**src/logic/fetch_pkg.sv**
```systemverilog
/*
   Shared constants for the fetch stage
   Widths, opcode classes, NOP and HALT encodings, stall depths
*/
package fetch_pkg;

   ////////////////////////////////////////////////////////////////////////////
   // Widths
   ////////////////////////////////////////////////////////////////////////////

   // Instruction word and PC
   localparam int unsigned word_w  = 16;
   // Register file index
   localparam int unsigned reg_w   = 3;
   // 256 words, indexed by PC[8:1]
   localparam int unsigned imem_aw = 8;

   ////////////////////////////////////////////////////////////////////////////
   // Encodings
   ////////////////////////////////////////////////////////////////////////////

   localparam logic [4:0] op_halt = 5'b00000;
   localparam logic [4:0] op_nop  = 5'b00001;

   // Bubble is a NOP with all operand fields zero
   localparam logic [word_w-1:0] nop_word = {op_nop, 11'b0};

   // Opcode class in the top three bits
   localparam logic [2:0] jump_class   = 3'b001;
   localparam logic [2:0] branch_class = 3'b011;

   ////////////////////////////////////////////////////////////////////////////
   // Stall depths
   ////////////////////////////////////////////////////////////////////////////

   // In-flight destinations kept by the RAW detector
   localparam int unsigned raw_depth   = 3;
   // Bubbles behind a jump or branch
   localparam int unsigned ctrl_shadow = 2;
   // Halt fetch to dump
   localparam int unsigned dump_delay  = 5;

   // Shadow counter width, wide enough to hold ctrl_shadow
   localparam int unsigned shadow_w = $clog2(ctrl_shadow + 1);

endpackage

```
**src/logic/fetch.sv**
```systemverilog
/*
   Fetch control
   Bubble select, control shadow, halt latch and dump delay
   Output pipe registers toward decode
*/
`timescale 1ns/1ps

module fetch import fetch_pkg::*; (
   input  logic              clk,
   input  logic              rst_n,
   // Word at the current PC and its sequential successor
   input  logic [word_w-1:0] instr,
   input  logic [word_w-1:0] pc_next_seq,
   // Hazard and class flags for instr
   input  logic              raw,
   input  logic              is_halt,
   input  logic              is_jump,
   input  logic              is_branch,
   // Redirect strobe from execute
   input  logic              pc_src,
   output logic              pc_hold,
   // Pipe outputs
   output logic [word_w-1:0] instr_out,
   output logic [word_w-1:0] incr_pc,
   output logic              dump
);

   logic [shadow_w-1:0]   shadow_cnt;
   logic                  halted;
   logic [dump_delay-1:0] dump_sr;

   logic stall;
   logic ctrl_issue;
   logic halt_issue;
   logic freeze;

   ////////////////////////////////////////////////////////////////////////////
   // Issue decision
   ////////////////////////////////////////////////////////////////////////////

   // Bubble on RAW, inside a control shadow, or once halted
   assign stall = raw || (shadow_cnt != '0) || halted;

   // Words that actually leave the stage
   assign ctrl_issue = (is_jump || is_branch) && !stall;
   assign halt_issue = is_halt && !stall;

   // Halt freeze is permanent and beats any redirect
   assign freeze = halted || halt_issue;

   // Hold while stalling or on the jump itself
   // A redirect releases the hold so the PC can take jump_pc
   assign pc_hold = freeze || ((stall || ctrl_issue) && !pc_src);

   ////////////////////////////////////////////////////////////////////////////
   // Control shadow
   ////////////////////////////////////////////////////////////////////////////

   // Loaded by an issuing jump or branch, counts down one bubble per cycle
   // Redirect ends the shadow early
   always_ff @(posedge clk or negedge rst_n) begin
      if (!rst_n) begin
         shadow_cnt <= '0;
      end else if (pc_src) begin
         shadow_cnt <= '0;
      end else if (ctrl_issue) begin
         shadow_cnt <= shadow_w'(ctrl_shadow);
      end else if (shadow_cnt != '0) begin
         shadow_cnt <= shadow_cnt - 1'b1;
      end
   end

   ////////////////////////////////////////////////////////////////////////////
   // Halt and dump
   ////////////////////////////////////////////////////////////////////////////

   // Sticky until reset
   always_ff @(posedge clk or negedge rst_n) begin
      if (!rst_n) begin
         halted <= 1'b0;
      end else if (halt_issue) begin
         halted <= 1'b1;
      end
   end

   // Delay line behind the halt latch, dump_delay edges after the halt issues
   always_ff @(posedge clk or negedge rst_n) begin
      if (!rst_n) begin
         dump_sr <= '0;
      end else begin
         dump_sr <= {dump_sr[dump_delay-2:0], halted};
      end
   end

   assign dump = dump_sr[dump_delay-1];

   ////////////////////////////////////////////////////////////////////////////
   // Pipe registers
   ////////////////////////////////////////////////////////////////////////////

   // Come out of reset as a bubble
   always_ff @(posedge clk or negedge rst_n) begin
      if (!rst_n) begin
         instr_out <= nop_word;
         incr_pc   <= '0;
      end else begin
         instr_out <= stall ? nop_word : instr;
         incr_pc   <= pc_next_seq;
      end
   end

   // Counter stays within the shadow length
   a_shadow_bound: assert property (
      @(posedge clk) disable iff (!rst_n) shadow_cnt <= shadow_w'(ctrl_shadow)
   ) else $error("fetch: shadow counter out of range (%0d)", shadow_cnt);

   // Dump is a level, it only drops with reset
   a_dump_sticky: assert property (
      @(posedge clk) disable iff (!rst_n) dump |=> dump
   ) else $error("fetch: dump fell without reset");

endmodule

```
**src/logic/fetch_top.sv**
```systemverilog
/*
   Fetch stage top level
   Memory, PC unit, classifier, RAW detector and fetch control
*/
`timescale 1ns/1ps

module fetch_top import fetch_pkg::*; (
   input  logic               clk,
   input  logic               rst_n,
   // Program load, used during reset
   input  logic               prog_we,
   input  logic [imem_aw-1:0] prog_addr,
   input  logic [word_w-1:0]  prog_data,
   // Redirect from execute
   input  logic               pc_src,
   input  logic [word_w-1:0]  jump_pc,
   // Destination accepted downstream
   input  logic [reg_w-1:0]   dst,
   input  logic               dst_valid,
   // Toward decode
   output logic [word_w-1:0]  instr_out,
   output logic [word_w-1:0]  incr_pc,
   output logic               dump
);

   logic [word_w-1:0] pc;
   logic [word_w-1:0] pc_next_seq;
   logic              pc_hold;
   logic [word_w-1:0] instr;
   logic [reg_w-1:0]  rs;
   logic [reg_w-1:0]  rt;
   logic              rs_valid;
   logic              rt_valid;
   logic              is_halt;
   logic              is_jump;
   logic              is_branch;
   logic              raw;

   // Word index is PC[8:1]
   instr_mem instr_mem_i (
      .clk   (clk),
      .addr  (pc[imem_aw:1]),
      .rdata (instr),
      .we    (prog_we),
      .waddr (prog_addr),
      .wdata (prog_data)
   );

   pc_unit pc_unit_i (
      .clk         (clk),
      .rst_n       (rst_n),
      .pc_src      (pc_src),
      .jump_pc     (jump_pc),
      .pc_hold     (pc_hold),
      .pc          (pc),
      .pc_next_seq (pc_next_seq)
   );

   instr_classify instr_classify_i (
      .instr     (instr),
      .rs        (rs),
      .rt        (rt),
      .rs_valid  (rs_valid),
      .rt_valid  (rt_valid),
      .is_halt   (is_halt),
      .is_jump   (is_jump),
      .is_branch (is_branch)
   );

   raw_detector raw_detector_i (
      .clk       (clk),
      .rst_n     (rst_n),
      .rs        (rs),
      .rt        (rt),
      .rs_valid  (rs_valid),
      .rt_valid  (rt_valid),
      .dst       (dst),
      .dst_valid (dst_valid),
      .raw       (raw)
   );

   fetch fetch_i (
      .clk         (clk),
      .rst_n       (rst_n),
      .instr       (instr),
      .pc_next_seq (pc_next_seq),
      .raw         (raw),
      .is_halt     (is_halt),
      .is_jump     (is_jump),
      .is_branch   (is_branch),
      .pc_src      (pc_src),
      .pc_hold     (pc_hold),
      .instr_out   (instr_out),
      .incr_pc     (incr_pc),
      .dump        (dump)
   );

endmodule

```
**src/logic/instr_classify.sv**
```systemverilog
/*
   Instruction classifier
   Source fields, their validity and the halt / jump / branch class
*/
`timescale 1ns/1ps

module instr_classify import fetch_pkg::*; (
   input  logic [word_w-1:0] instr,
   // Source register fields
   output logic [reg_w-1:0]  rs,
   output logic [reg_w-1:0]  rt,
   output logic              rs_valid,
   output logic              rt_valid,
   // Class flags
   output logic              is_halt,
   output logic              is_jump,
   output logic              is_branch
);

   logic [4:0] opcode;

   assign opcode = instr[15:11];

   ////////////////////////////////////////////////////////////////////////////
   // Sources
   ////////////////////////////////////////////////////////////////////////////

   // Fixed field positions for every format
   assign rs = instr[10:8];
   assign rt = instr[7:5];

   // No rs for the 000 group (halt, nop, misc)
   // and none for immediate jumps (001x0)
   assign rs_valid = (opcode[4:2] != 3'b000) &&
                     ({opcode[4:2], opcode[0]} != 4'b0010);

   // rt is read only by R-format ALU ops (1101x) and the 111 group
   assign rt_valid = (opcode[4:1] == 4'b1101) || (opcode[4:2] == 3'b111);

   ////////////////////////////////////////////////////////////////////////////
   // Class
   ////////////////////////////////////////////////////////////////////////////

   assign is_halt   = (opcode == op_halt);
   assign is_jump   = (opcode[4:2] == jump_class);
   assign is_branch = (opcode[4:2] == branch_class);

endmodule

```
**src/logic/instr_mem.sv**
```systemverilog
/*
   Instruction memory, 256 words of 16 bits
   Combinational read port for fetch, clocked write port for program load
*/
`timescale 1ns/1ps

module instr_mem import fetch_pkg::*; (
   input  logic               clk,
   // Read port, driven by the PC
   input  logic [imem_aw-1:0] addr,
   output logic [word_w-1:0]  rdata,
   // Load port, only used while the core sits in reset
   input  logic               we,
   input  logic [imem_aw-1:0] waddr,
   input  logic [word_w-1:0]  wdata
);

   // Word array
   logic [word_w-1:0] mem [0:(1 << imem_aw) - 1];

   ////////////////////////////////////////////////////////////////////////////
   // Read
   ////////////////////////////////////////////////////////////////////////////

   // Async read, the word is valid in the same cycle as the PC
   assign rdata = mem[addr];

   ////////////////////////////////////////////////////////////////////////////
   // Write
   ////////////////////////////////////////////////////////////////////////////

   always_ff @(posedge clk) begin
      if (we) begin
         mem[waddr] <= wdata;
      end
   end

   ////////////////////////////////////////////////////////////////////////////
   // Checks
   ////////////////////////////////////////////////////////////////////////////

   // Loads must not hit the word being fetched
   // Only exception is word 0 while the PC is parked at its reset value
   a_no_fetch_collision: assert property (
      @(posedge clk) (we && (waddr == addr)) |-> (addr == '0)
   ) else $error("instr_mem: load to word %0d collides with fetch", waddr);

endmodule

```
**src/logic/pc_unit.sv**
```systemverilog
/*
   Program counter
   Sequential +2 step, redirect load and hold
*/
`timescale 1ns/1ps

module pc_unit import fetch_pkg::*; (
   input  logic              clk,
   input  logic              rst_n,
   // Redirect strobe and target from execute
   input  logic              pc_src,
   input  logic [word_w-1:0] jump_pc,
   // Hold request from fetch control
   input  logic              pc_hold,
   output logic [word_w-1:0] pc,
   output logic [word_w-1:0] pc_next_seq
);

   logic [word_w-1:0] pc_d;

   // Byte addressed, one 16-bit word per step
   assign pc_next_seq = pc + word_w'(2);

   // Next PC select
   // Fetch drops pc_hold on a redirect unless the stage has halted,
   // so checking the hold first keeps the halt freeze above pc_src
   always_comb begin
      if (pc_hold) begin
         pc_d = pc;
      end else if (pc_src) begin
         pc_d = jump_pc;
      end else begin
         pc_d = pc_next_seq;
      end
   end

   ////////////////////////////////////////////////////////////////////////////
   // PC register
   ////////////////////////////////////////////////////////////////////////////

   always_ff @(posedge clk or negedge rst_n) begin
      if (!rst_n) begin
         pc <= '0;
      end else begin
         pc <= pc_d;
      end
   end

   // Redirect target is word aligned
   a_jump_aligned: assert property (
      @(posedge clk) disable iff (!rst_n) (pc_src && !pc_hold) |=> !pc[0]
   ) else $error("pc_unit: redirect to odd address %h", pc);

endmodule

```
**src/logic/raw_detector.sv**
```systemverilog
/*
   RAW hazard detector
   Shift history of in-flight destinations and the rs / rt compare
*/
`timescale 1ns/1ps

module raw_detector import fetch_pkg::*; (
   input  logic             clk,
   input  logic             rst_n,
   // Sources of the fetched word
   input  logic [reg_w-1:0] rs,
   input  logic [reg_w-1:0] rt,
   input  logic             rs_valid,
   input  logic             rt_valid,
   // Destination accepted by the next stage this cycle
   input  logic [reg_w-1:0] dst,
   input  logic             dst_valid,
   output logic             raw
);

   // History of accepted destinations, newest in entry 0
   logic [reg_w-1:0] hist_dst [raw_depth];
   logic [raw_depth-1:0] hist_v;

   logic rs_hit;
   logic rt_hit;

   // Match against the live dst and every valid history entry
   function automatic logic dst_match(input logic [reg_w-1:0] src);
      logic hit;
      hit = dst_valid && (dst == src);
      for (int i = 0; i < raw_depth; i++) begin
         if (hist_v[i] && (hist_dst[i] == src)) begin
            hit = 1'b1;
         end
      end
      return hit;
   endfunction

   ////////////////////////////////////////////////////////////////////////////
   // History shift
   ////////////////////////////////////////////////////////////////////////////

   // Valid bits take dst_valid each cycle
   always_ff @(posedge clk or negedge rst_n) begin
      if (!rst_n) begin
         hist_v <= '0;
      end else begin
         hist_v <= {hist_v[raw_depth-2:0], dst_valid};
      end
   end

   // Destination indices shift beside the valid bits
   always_ff @(posedge clk) begin
      hist_dst[0] <= dst;
      for (int i = 1; i < raw_depth; i++) begin
         hist_dst[i] <= hist_dst[i-1];
      end
   end

   ////////////////////////////////////////////////////////////////////////////
   // Compare
   ////////////////////////////////////////////////////////////////////////////

   // Sources only count when the classifier marks them valid
   always_comb begin
      rs_hit = rs_valid && dst_match(rs);
      rt_hit = rt_valid && dst_match(rt);
   end

   assign raw = rs_hit || rt_hit;

endmodule

```
**config.mk**
```make
export PLATFORM = sky130hd
export DESIGN_NAME = fetch_top
export DESIGN_NICKNAME = d
export VERILOG_FILES = /design/src/logic/fetch_pkg.sv /design/src/logic/fetch.sv /design/src/logic/fetch_top.sv /design/src/logic/instr_classify.sv /design/src/logic/instr_mem.sv /design/src/logic/pc_unit.sv /design/src/logic/raw_detector.sv
export SDC_FILE = /design/constraint.sdc
export NUM_CORES = 2
export LEC_CHECK = 0
export BUFFER_PORTS_ARGS = -buffer_cell sky130_fd_sc_hd__buf_2
export CAP_MARGIN = 20
export CORE_AREA = 2 2 708 358
export CTS_BUF_LIST = sky130_fd_sc_hd__clkbuf_8 sky130_fd_sc_hd__clkbuf_16
export DETAILED_ROUTE_END_ITERATION = 7
export DIE_AREA = 0 0 710 360
export PLACE_DENSITY = 0.81
export SLEW_MARGIN = 10
export SYNTH_ARGS = -nofsm -noshare
export SYNTH_HDL_FRONTEND = slang
export SYNTH_HIERARCHICAL = 1
export SYNTH_MEMORY_MAX_BITS = 65536
export SYNTH_SLANG_ARGS = --single-unit
```
**constraint.sdc**
```tcl
create_clock -name clk -period 9.2 [get_ports clk]
set_input_delay 1.84 -clock clk [delete_from_list [all_inputs] [get_ports clk]]
set_output_delay 1.84 -clock clk [all_outputs]
set_load 0.1 [all_outputs]
```
Word-level counts from Yosys, hierarchy flattened:

Memories as Yosys holds them, arrays and structs flattened.
Cells that the tools add are included.
W data, S select, Z words.

* multiplexer cells: 13
* $add $sub $neg: 2
* reductions and logical operators: 28
* equality and inequality tests: 13

Operators with widths (count)
* $mux W16: 2
* $eq A3 B3 Y1: 8
* $add A16 B2 Y16 const B: 1
* $logic_and A1 B1 Y1: 14
* $logic_or A1 B1 Y1: 8
* $mux W1: 8
* $mux W2: 3
* $reduce_bool A3 Y1: 2
* $logic_not A5 Y1: 1
* $eq A4 B4 Y1 const B: 1
* $ne A4 B2 Y1 const B: 1
* $eq A3 B1 Y1 const B: 1
* $eq A3 B2 Y1 const B: 1
* $eq A3 B3 Y1 const B: 1
* $logic_not A1 Y1: 2
* $reduce_bool A2 Y1: 1
* $sub A2 B1 Y2 const B: 1

* register bits: 59
* word-level logic and storage cells: 65
* bits in writable memories: 4105
* memories: 2
* output and inout port bits: 33

Memories
* instr_mem_i.mem: depth 256, bits a word 16, rd ports 1, clocked after Yosys merged registers in 0, write ports 1, line instr_mem.sv:19 `logic [word_w-1:0] mem [0:(1 << imem_aw) - 1];`
* raw_detector_i.hist_dst: depth 3, bits a word 3, rd ports 3, clocked after Yosys merged registers in 0, write ports 3, line raw_detector.sv:22 `logic [reg_w-1:0] hist_dst [raw_depth];`

Logic depth before layout (Yosys ltp):

An unclocked memory read counts as a cell.

* depth in word-level cells: 15
* depth in mapped cells: 28
* gate-level depth less buffers: 18

Cells and area by module:

The synthesis kept the hierarchy.

Modules (own cells, without submodules)
* instr_mem: area each 158394.4 µm², cells each 7344, seq. area each 122998.0 µm², instances 1
* fetch: area each 1221.2 µm², cells each 72, seq. area each 1002.2 µm², instances 1
* pc_unit: area each 1197.4 µm², cells each 134, seq. area each 400.4 µm², instances 1
* raw_detector: area each 593.1 µm², cells each 57, seq. area each 255.2 µm², instances 1
* instr_classify: area each 91.3 µm², cells each 13, seq. area each 0.0 µm², instances 1

Least setup slack after synthesis:

OpenSTA, ideal clock, no wires.

* path type: flip-flop to flip-flop
* start: reg pc_unit_i.pc[1]
* end: reg pc_unit_i.pc[0]
* required time: 9.075 ns
* cell stages (with the launch flop): 23
* clock period less this slack: 4.705 ns
* buffers on the path: 7
* arrival: 4.580 ns
* path slack: 4.495 ns
* library setup time: 0.125 ns
* cells stage by stage: dfrtp_1 > buf_6 > buf_6 > buf_2 > mux4_2 > mux4_2 > a22o_1 > o32ai_1 > nor4_1 > buf_4 > buf_4 > xnor2_1 > nand4_1 > nand2_1 > o21ai_1 > nand2_1 > nor3b_4 > a21oi_1 > or2_1 > clkbuf_8 > nor2b_1 > clkbuf_1 > mux2_2

* longest elaborated chain between the ends: 15
* elaborated cells between the ends (all ways): 45
* classes of those cells: eq/ne: 13; mux: 6; reduce/logical: 25; memory: 1

RTL lines
* start, declared: line pc_unit.sv:15 `output logic [word_w-1:0] pc,`
* start signal, assigned: line pc_unit.sv:45 `pc <= pc_d;`
* $mem_v2 Z256 W16 (*)
* named net instr[5]: line fetch_top.sv:29 `logic [word_w-1:0] instr;`
* $eq A3 B3 Y1, on equally long branches: line raw_detector.sv:31, raw_detector.sv:33
* $logic_and A1 B1 Y1, on equally long branches: line raw_detector.sv:31, raw_detector.sv:33
* $mux W1 (2 in series): line raw_detector.sv:33 `if (hist_v[i] && (hist_dst[i] == src)) begin`
* $mux W1 (*): line raw_detector.sv:33
* $logic_and A1 B1 Y1 (*): line raw_detector.sv:68 `rt_hit = rt_valid && dst_match(rt);`
* $logic_or A1 B1 Y1 (*): line raw_detector.sv:71 `assign raw = rs_hit || rt_hit;`
* named net raw: line fetch_top.sv:37 `logic raw;`
* $logic_or A1 B1 Y1 (*) (2 in series): line fetch.sv:42 `assign stall = raw || (shadow_cnt != '0) || halted;`
* $logic_not A1 Y1: line fetch.sv:45, fetch.sv:46
* $logic_and A1 B1 Y1: line fetch.sv:45 `assign ctrl_issue = (is_jump || is_branch) && !stall;`
* $logic_or A1 B1 Y1: line fetch.sv:53 `assign pc_hold = freeze || ((stall || ctrl_issue) && !pc_src);`
* $logic_and A1 B1 Y1: line fetch.sv:53
* $logic_or A1 B1 Y1 (*): line fetch.sv:53
* named net pc_hold: line fetch_top.sv:28 `logic pc_hold;`

The timed path passes the listed nets; every way through them passes the cells marked *.
A chain may end at the register's enable or synchronous reset.

Final worst setup path:

* start: reg pc_unit_i.pc[1]
* end: reg pc_unit_i.pc[0]

* elaborated cells between the ends (all ways): 45
* classes of those cells: eq/ne: 13; mux: 6; reduce/logical: 25; memory: 1

RTL lines
* $mem_v2 Z256 W16 (*)
* named net instr[13]: line fetch_top.sv:29
* $eq A4 B4 Y1 / $eq A3 B3 Y1 (equally long branches): line instr_classify.sv:38 `assign rt_valid = (opcode[4:1] == 4'b1101) || (opcode[4:2] == 3'b111);`
* $logic_or A1 B1 Y1 (*): line instr_classify.sv:38
* named net rt_valid: line fetch_top.sv:33 `logic rt_valid;`
* $logic_and A1 B1 Y1 (*): line raw_detector.sv:68
* $logic_or A1 B1 Y1 (*): line raw_detector.sv:71
* named net raw: line fetch_top.sv:37
* $logic_or A1 B1 Y1 (*) (2 in series): line fetch.sv:42
* $logic_not A1 Y1: line fetch.sv:45, fetch.sv:46
* $logic_and A1 B1 Y1: line fetch.sv:45
* $logic_or A1 B1 Y1: line fetch.sv:53
* $logic_and A1 B1 Y1: line fetch.sv:53
* $logic_or A1 B1 Y1 (*): line fetch.sv:53
* named net pc_hold: line fetch_top.sv:28

Marked as above.

==> impl_summary.txt <==
----------------------------------------------------
[Run status]
  Status ... finished with violations
  Violated checks ... DRC

[Routing]
  First-pass detailed-route iteration total ... 8
  Average wire per cell in the routed design ... 39.9 microns
  Avg Vias per Cell ... 7.48
  Routed vias ... 87000
  Post-Route WL ... 464000 microns
  Count of unresolved DRC violations after routing ... 24
  Initial drt markers ... 18000
  Remaining antenna violation count after routing ... 0

[Timing]
  Max-slew violations ... 0
  Clock Skews ... 0.0908 ns
  Post-Route Setup TNS ... 0 ns
  Maximum clock frequency ... 0.132 GHz
  Final count of hold timing violations ... 0
  Final Cycle Share ... 82.5%
  Final-layout worst hold slack ... 0.364 ns
  Worst-Margin Slew ... 1.34 ns
  RSZ-0062 raised after global routing ... false
  Shortest period the worst path allows ... 7.59 ns
  Slew margin rel. ... 10.2%
  Final-report setup violation count ... 0

[Worst setup path]
  Cell type of the slowest stage on the worst timing path ... dfrtp_4
  Worst-path cell chain ... buf_4 > buf_12 > mux2i_1 > o221ai_1 > o22ai_1 > o21ai_1 > nand3_1 > nor4_2 > o211a_1 > o21ai_1 > nand2_1 > inv_1 > a31o_2 > or2_1 > buf_4 > nor2b_1 > mux2_2
  Arrival @ worst endpoint ... 8.36 ns
  Kind of launch point of the worst setup path ... register
  Type of element capturing the critical path ... register
  Required time at the worst-slack endpoint ... 9.97 ns
  Largest stage delay, worst path ... 1.08 ns
  Peak fanout along the critical path ... 66
  Setup CP Type ... reg -> reg

[Flow run]
  Total of max-cap violations ... 0

[Finish]
  Total Nets Final ... 8049
  Fraction of final layout cells with drive strength greater than 1 ... 23.8%
  Final-layout fill cell count ... 13800
  Area growth syn-to-layout ... 10.4%
  Most used cells in the layout excluding fill and tap cells ... 4096 x edfxtp_1, 797 x mux4_2, 567 x mux2i_1
  Final design instance area without fill ... 178000 sq um
  Commonest non-fill, non-tap cell in the layout ... edfxtp_1

[Die]
  FP Rows ... 130
  Placeable core region ... 250000 sq um
  Die Span Y ... 360 microns
  Full die area ... 256000 sq um
  Horiz. Die Dim ... 710 microns
  Effective utilization at floorplan ... 64.7%
  Count of pins on the block boundary ... 81

[Clock tree]
  CTS tree ... built
  Inserted Clock Buffers ... 338
  CTS hold repair buffers ... 0
  H-tree Lvls ... 5
  Clock root buffer ... clkbuf_16
  Max Buffers Root-to-Sink ... 4
  Clock Latency Late Sink ... 0.93 ns
  Setup Buffers After CTS ... 0
  TritonCTS Sinks ... 4164
  Number of gates given a new drive strength after cts ... 0
  Clock-pin slew of the registers on the worst-case setup and hold paths ... 0.07 ns

[Synthesis]
  Synthesized area divided by synthesized cell count ... 21.2 sq um
  Most used flip-flop cell after synthesis ... edfxtp_1
  Post-synthesis sequential area ratio ... 77.2%
  Synthesis warning total ... 6
  Number of library cell types mapped by synthesis ... 76
  Share of synthesized flip-flops with an asynchronous set or reset ... 1.42%
  Synth Net Count ... 7670
  Post-synth EDFFs ... 4096
  Flip-flop and latch count after synthesis ... 4164
  Post-synthesis instance total ... 7620
  Summed instance area of the synthesized netlist ... 161000 sq um

[Placement]
  Global placer's final weighted congestion ... 0.977
  Post-detailed-placement half-perimeter wirelength ... 270000 microns
  Post-Place Cell Area ... 167000 sq um
  Count of port buffers added during placement ... 80

[Min path]
  Hold Crit Class ... reg -> reg

[Pwr]
  Total power ... 0.0523 W
  Power per Cell Area ... 293 nW/um^2
  Leakage power ... 57.5 nW
  Peak supply drop ... 0.305 mV

[Global routing]
  GRT Total Usage ... 36.1%
  Global-route wire length before repair ... 642000 microns
  Largest net degree at the start of global routing ... 175
  Initial antenna violation count ... 34
  Via count of the first global-routing pass ... 83100
  GRT Residual Overflow ... 0

----------------------------------------------------
-- per-layer routing --
layer | global-route usage (%) | wire length, microns
met1 | 53.4 | 160000
met2 | 47.9 | 192000
met3 | 18.6 | 96400
met4 | 9.29 | 14300
met5 | 0 | 483
-- path summary, 6_finish.rpt --
check	from	end	slack, ns	cells after the start
worst max-delay path	pc_unit_i/pc[1]	pc_unit_i/pc[0]	1.61	17
worst min-delay path	fetch_i/dump_sr[3]	fetch_i/dump_sr[4]	0.36	0
worst max register to register	pc_unit_i/pc[1]	pc_unit_i/pc[0]	1.61	17
worst min register to register	fetch_i/dump_sr[3]	fetch_i/dump_sr[4]	0.36	0
max in group asynchronous	rst_n	pc_unit_i/pc[2]	7.31	1
min in group asynchronous	rst_n	fetch_i/incr_pc[8]	1.12	1
-- synth_stat cells (all sizes together) (4+ instances only) --
cell type | count | area (sq um)
a2111oi | 6 | 52.6
a211oi | 19 | 143
a21oi | 184 | 921
a221oi | 28 | 245
a22o | 32 | 280
a22oi | 49 | 368
a31oi | 6 | 37.5
and2 | 17 | 106
and3 | 15 | 95.1
buf | 239 | 1950
clkbuf | 238 | 927
dfrtp | 58 | 1450
dfxtp | 9 | 180
edfxtp | 4096 | 123000
inv | 12 | 45.0
mux2 | 89 | 1000
mux2i | 567 | 5680
mux4 | 797 | 17900
nand2 | 51 | 191
nand2b | 5 | 31.3
nand3 | 46 | 248
nand4 | 37 | 238
nor2 | 317 | 1190
nor2b | 11 | 68.8
nor3 | 96 | 480
nor3b | 4 | 41.3
nor4 | 21 | 138
o21ai | 51 | 255
o221ai | 253 | 2220
o22ai | 148 | 926
o311ai | 5 | 51.3
o31ai | 17 | 128
o32ai | 21 | 191
or2 | 7 | 43.8
xnor2 | 33 | 289
xor2 | 5 | 43.8
-- through the flow --
step / cells / utilization, % / setup slack (ns)
after floorplan: 7620 / - / 4.50
after global placement: 11000 / 67.0 / 1.86
after detailed placement: 11000 / 67.0 / 2.00
after CTS: 11600 / 71.3 / 1.90
after global routing: 11600 / 71.4 / 1.47
final: 11600 / 71.4 / 1.61
-- layout make-up --
cell class	count	area, sq um	area share (%)
diodes	17	42.5	0.0239
inverters	12	57.6	0.0323
clock inverters	246	2150	1.21
well taps	3366	4210	2.36
clock buffers	349	8650	4.85
multi-input cells	2967	34200	19.2
flip-flops and latches	4164	125000	69.9
repair buffers	516	4310	2.42
-- critical path: cells and delay by family (launching register included) --
kind	cells	cell delay, ns
muxes	2	0.60
and+or+nand+nor	5	2.10
DFF	1	1.08
AOI/OAI and AO/OA	6	2.16
buffers and inverters	4	1.18
-- where the power goes --
group	total (W)	internal, W	switching (W)
combinational	0.0164	0.00597	0.0104
sequential	0.0212	0.0210	0.000274
clock	0.0147	0.00788	0.00679
-- state kept, by name (all words and copies together) (netlist names) --
name and count:
instr_mem_i/mem 4096, raw_detector_i/hist_dst 9, fetch_i/dump_sr 5, fetch_i/instr_out 16, fetch_i/halted 1, pc_unit_i/pc 16, fetch_i/shadow_cnt 2, raw_detector_i/hist_v 3
fetch_i/incr_pc 16
-- logic make-up after synthesis --
| kind of cell | after synthesis | synth area share, % |
|---|---|---|
| DFF | 4164 | 77.2 |
| xor gates and xnor gates | 38 | 0.206 |
| buffers and inverters | 489 | 1.81 |
| and+or+nand+nor | 646 | 1.88 |
| AOI/OAI and AO/OA | 828 | 3.65 |
| muxes | 1453 | 15.2 |
| adders and majority gates | 2 | 0.0155 |
Note: power is estimated with default switching activity, not from simulation.
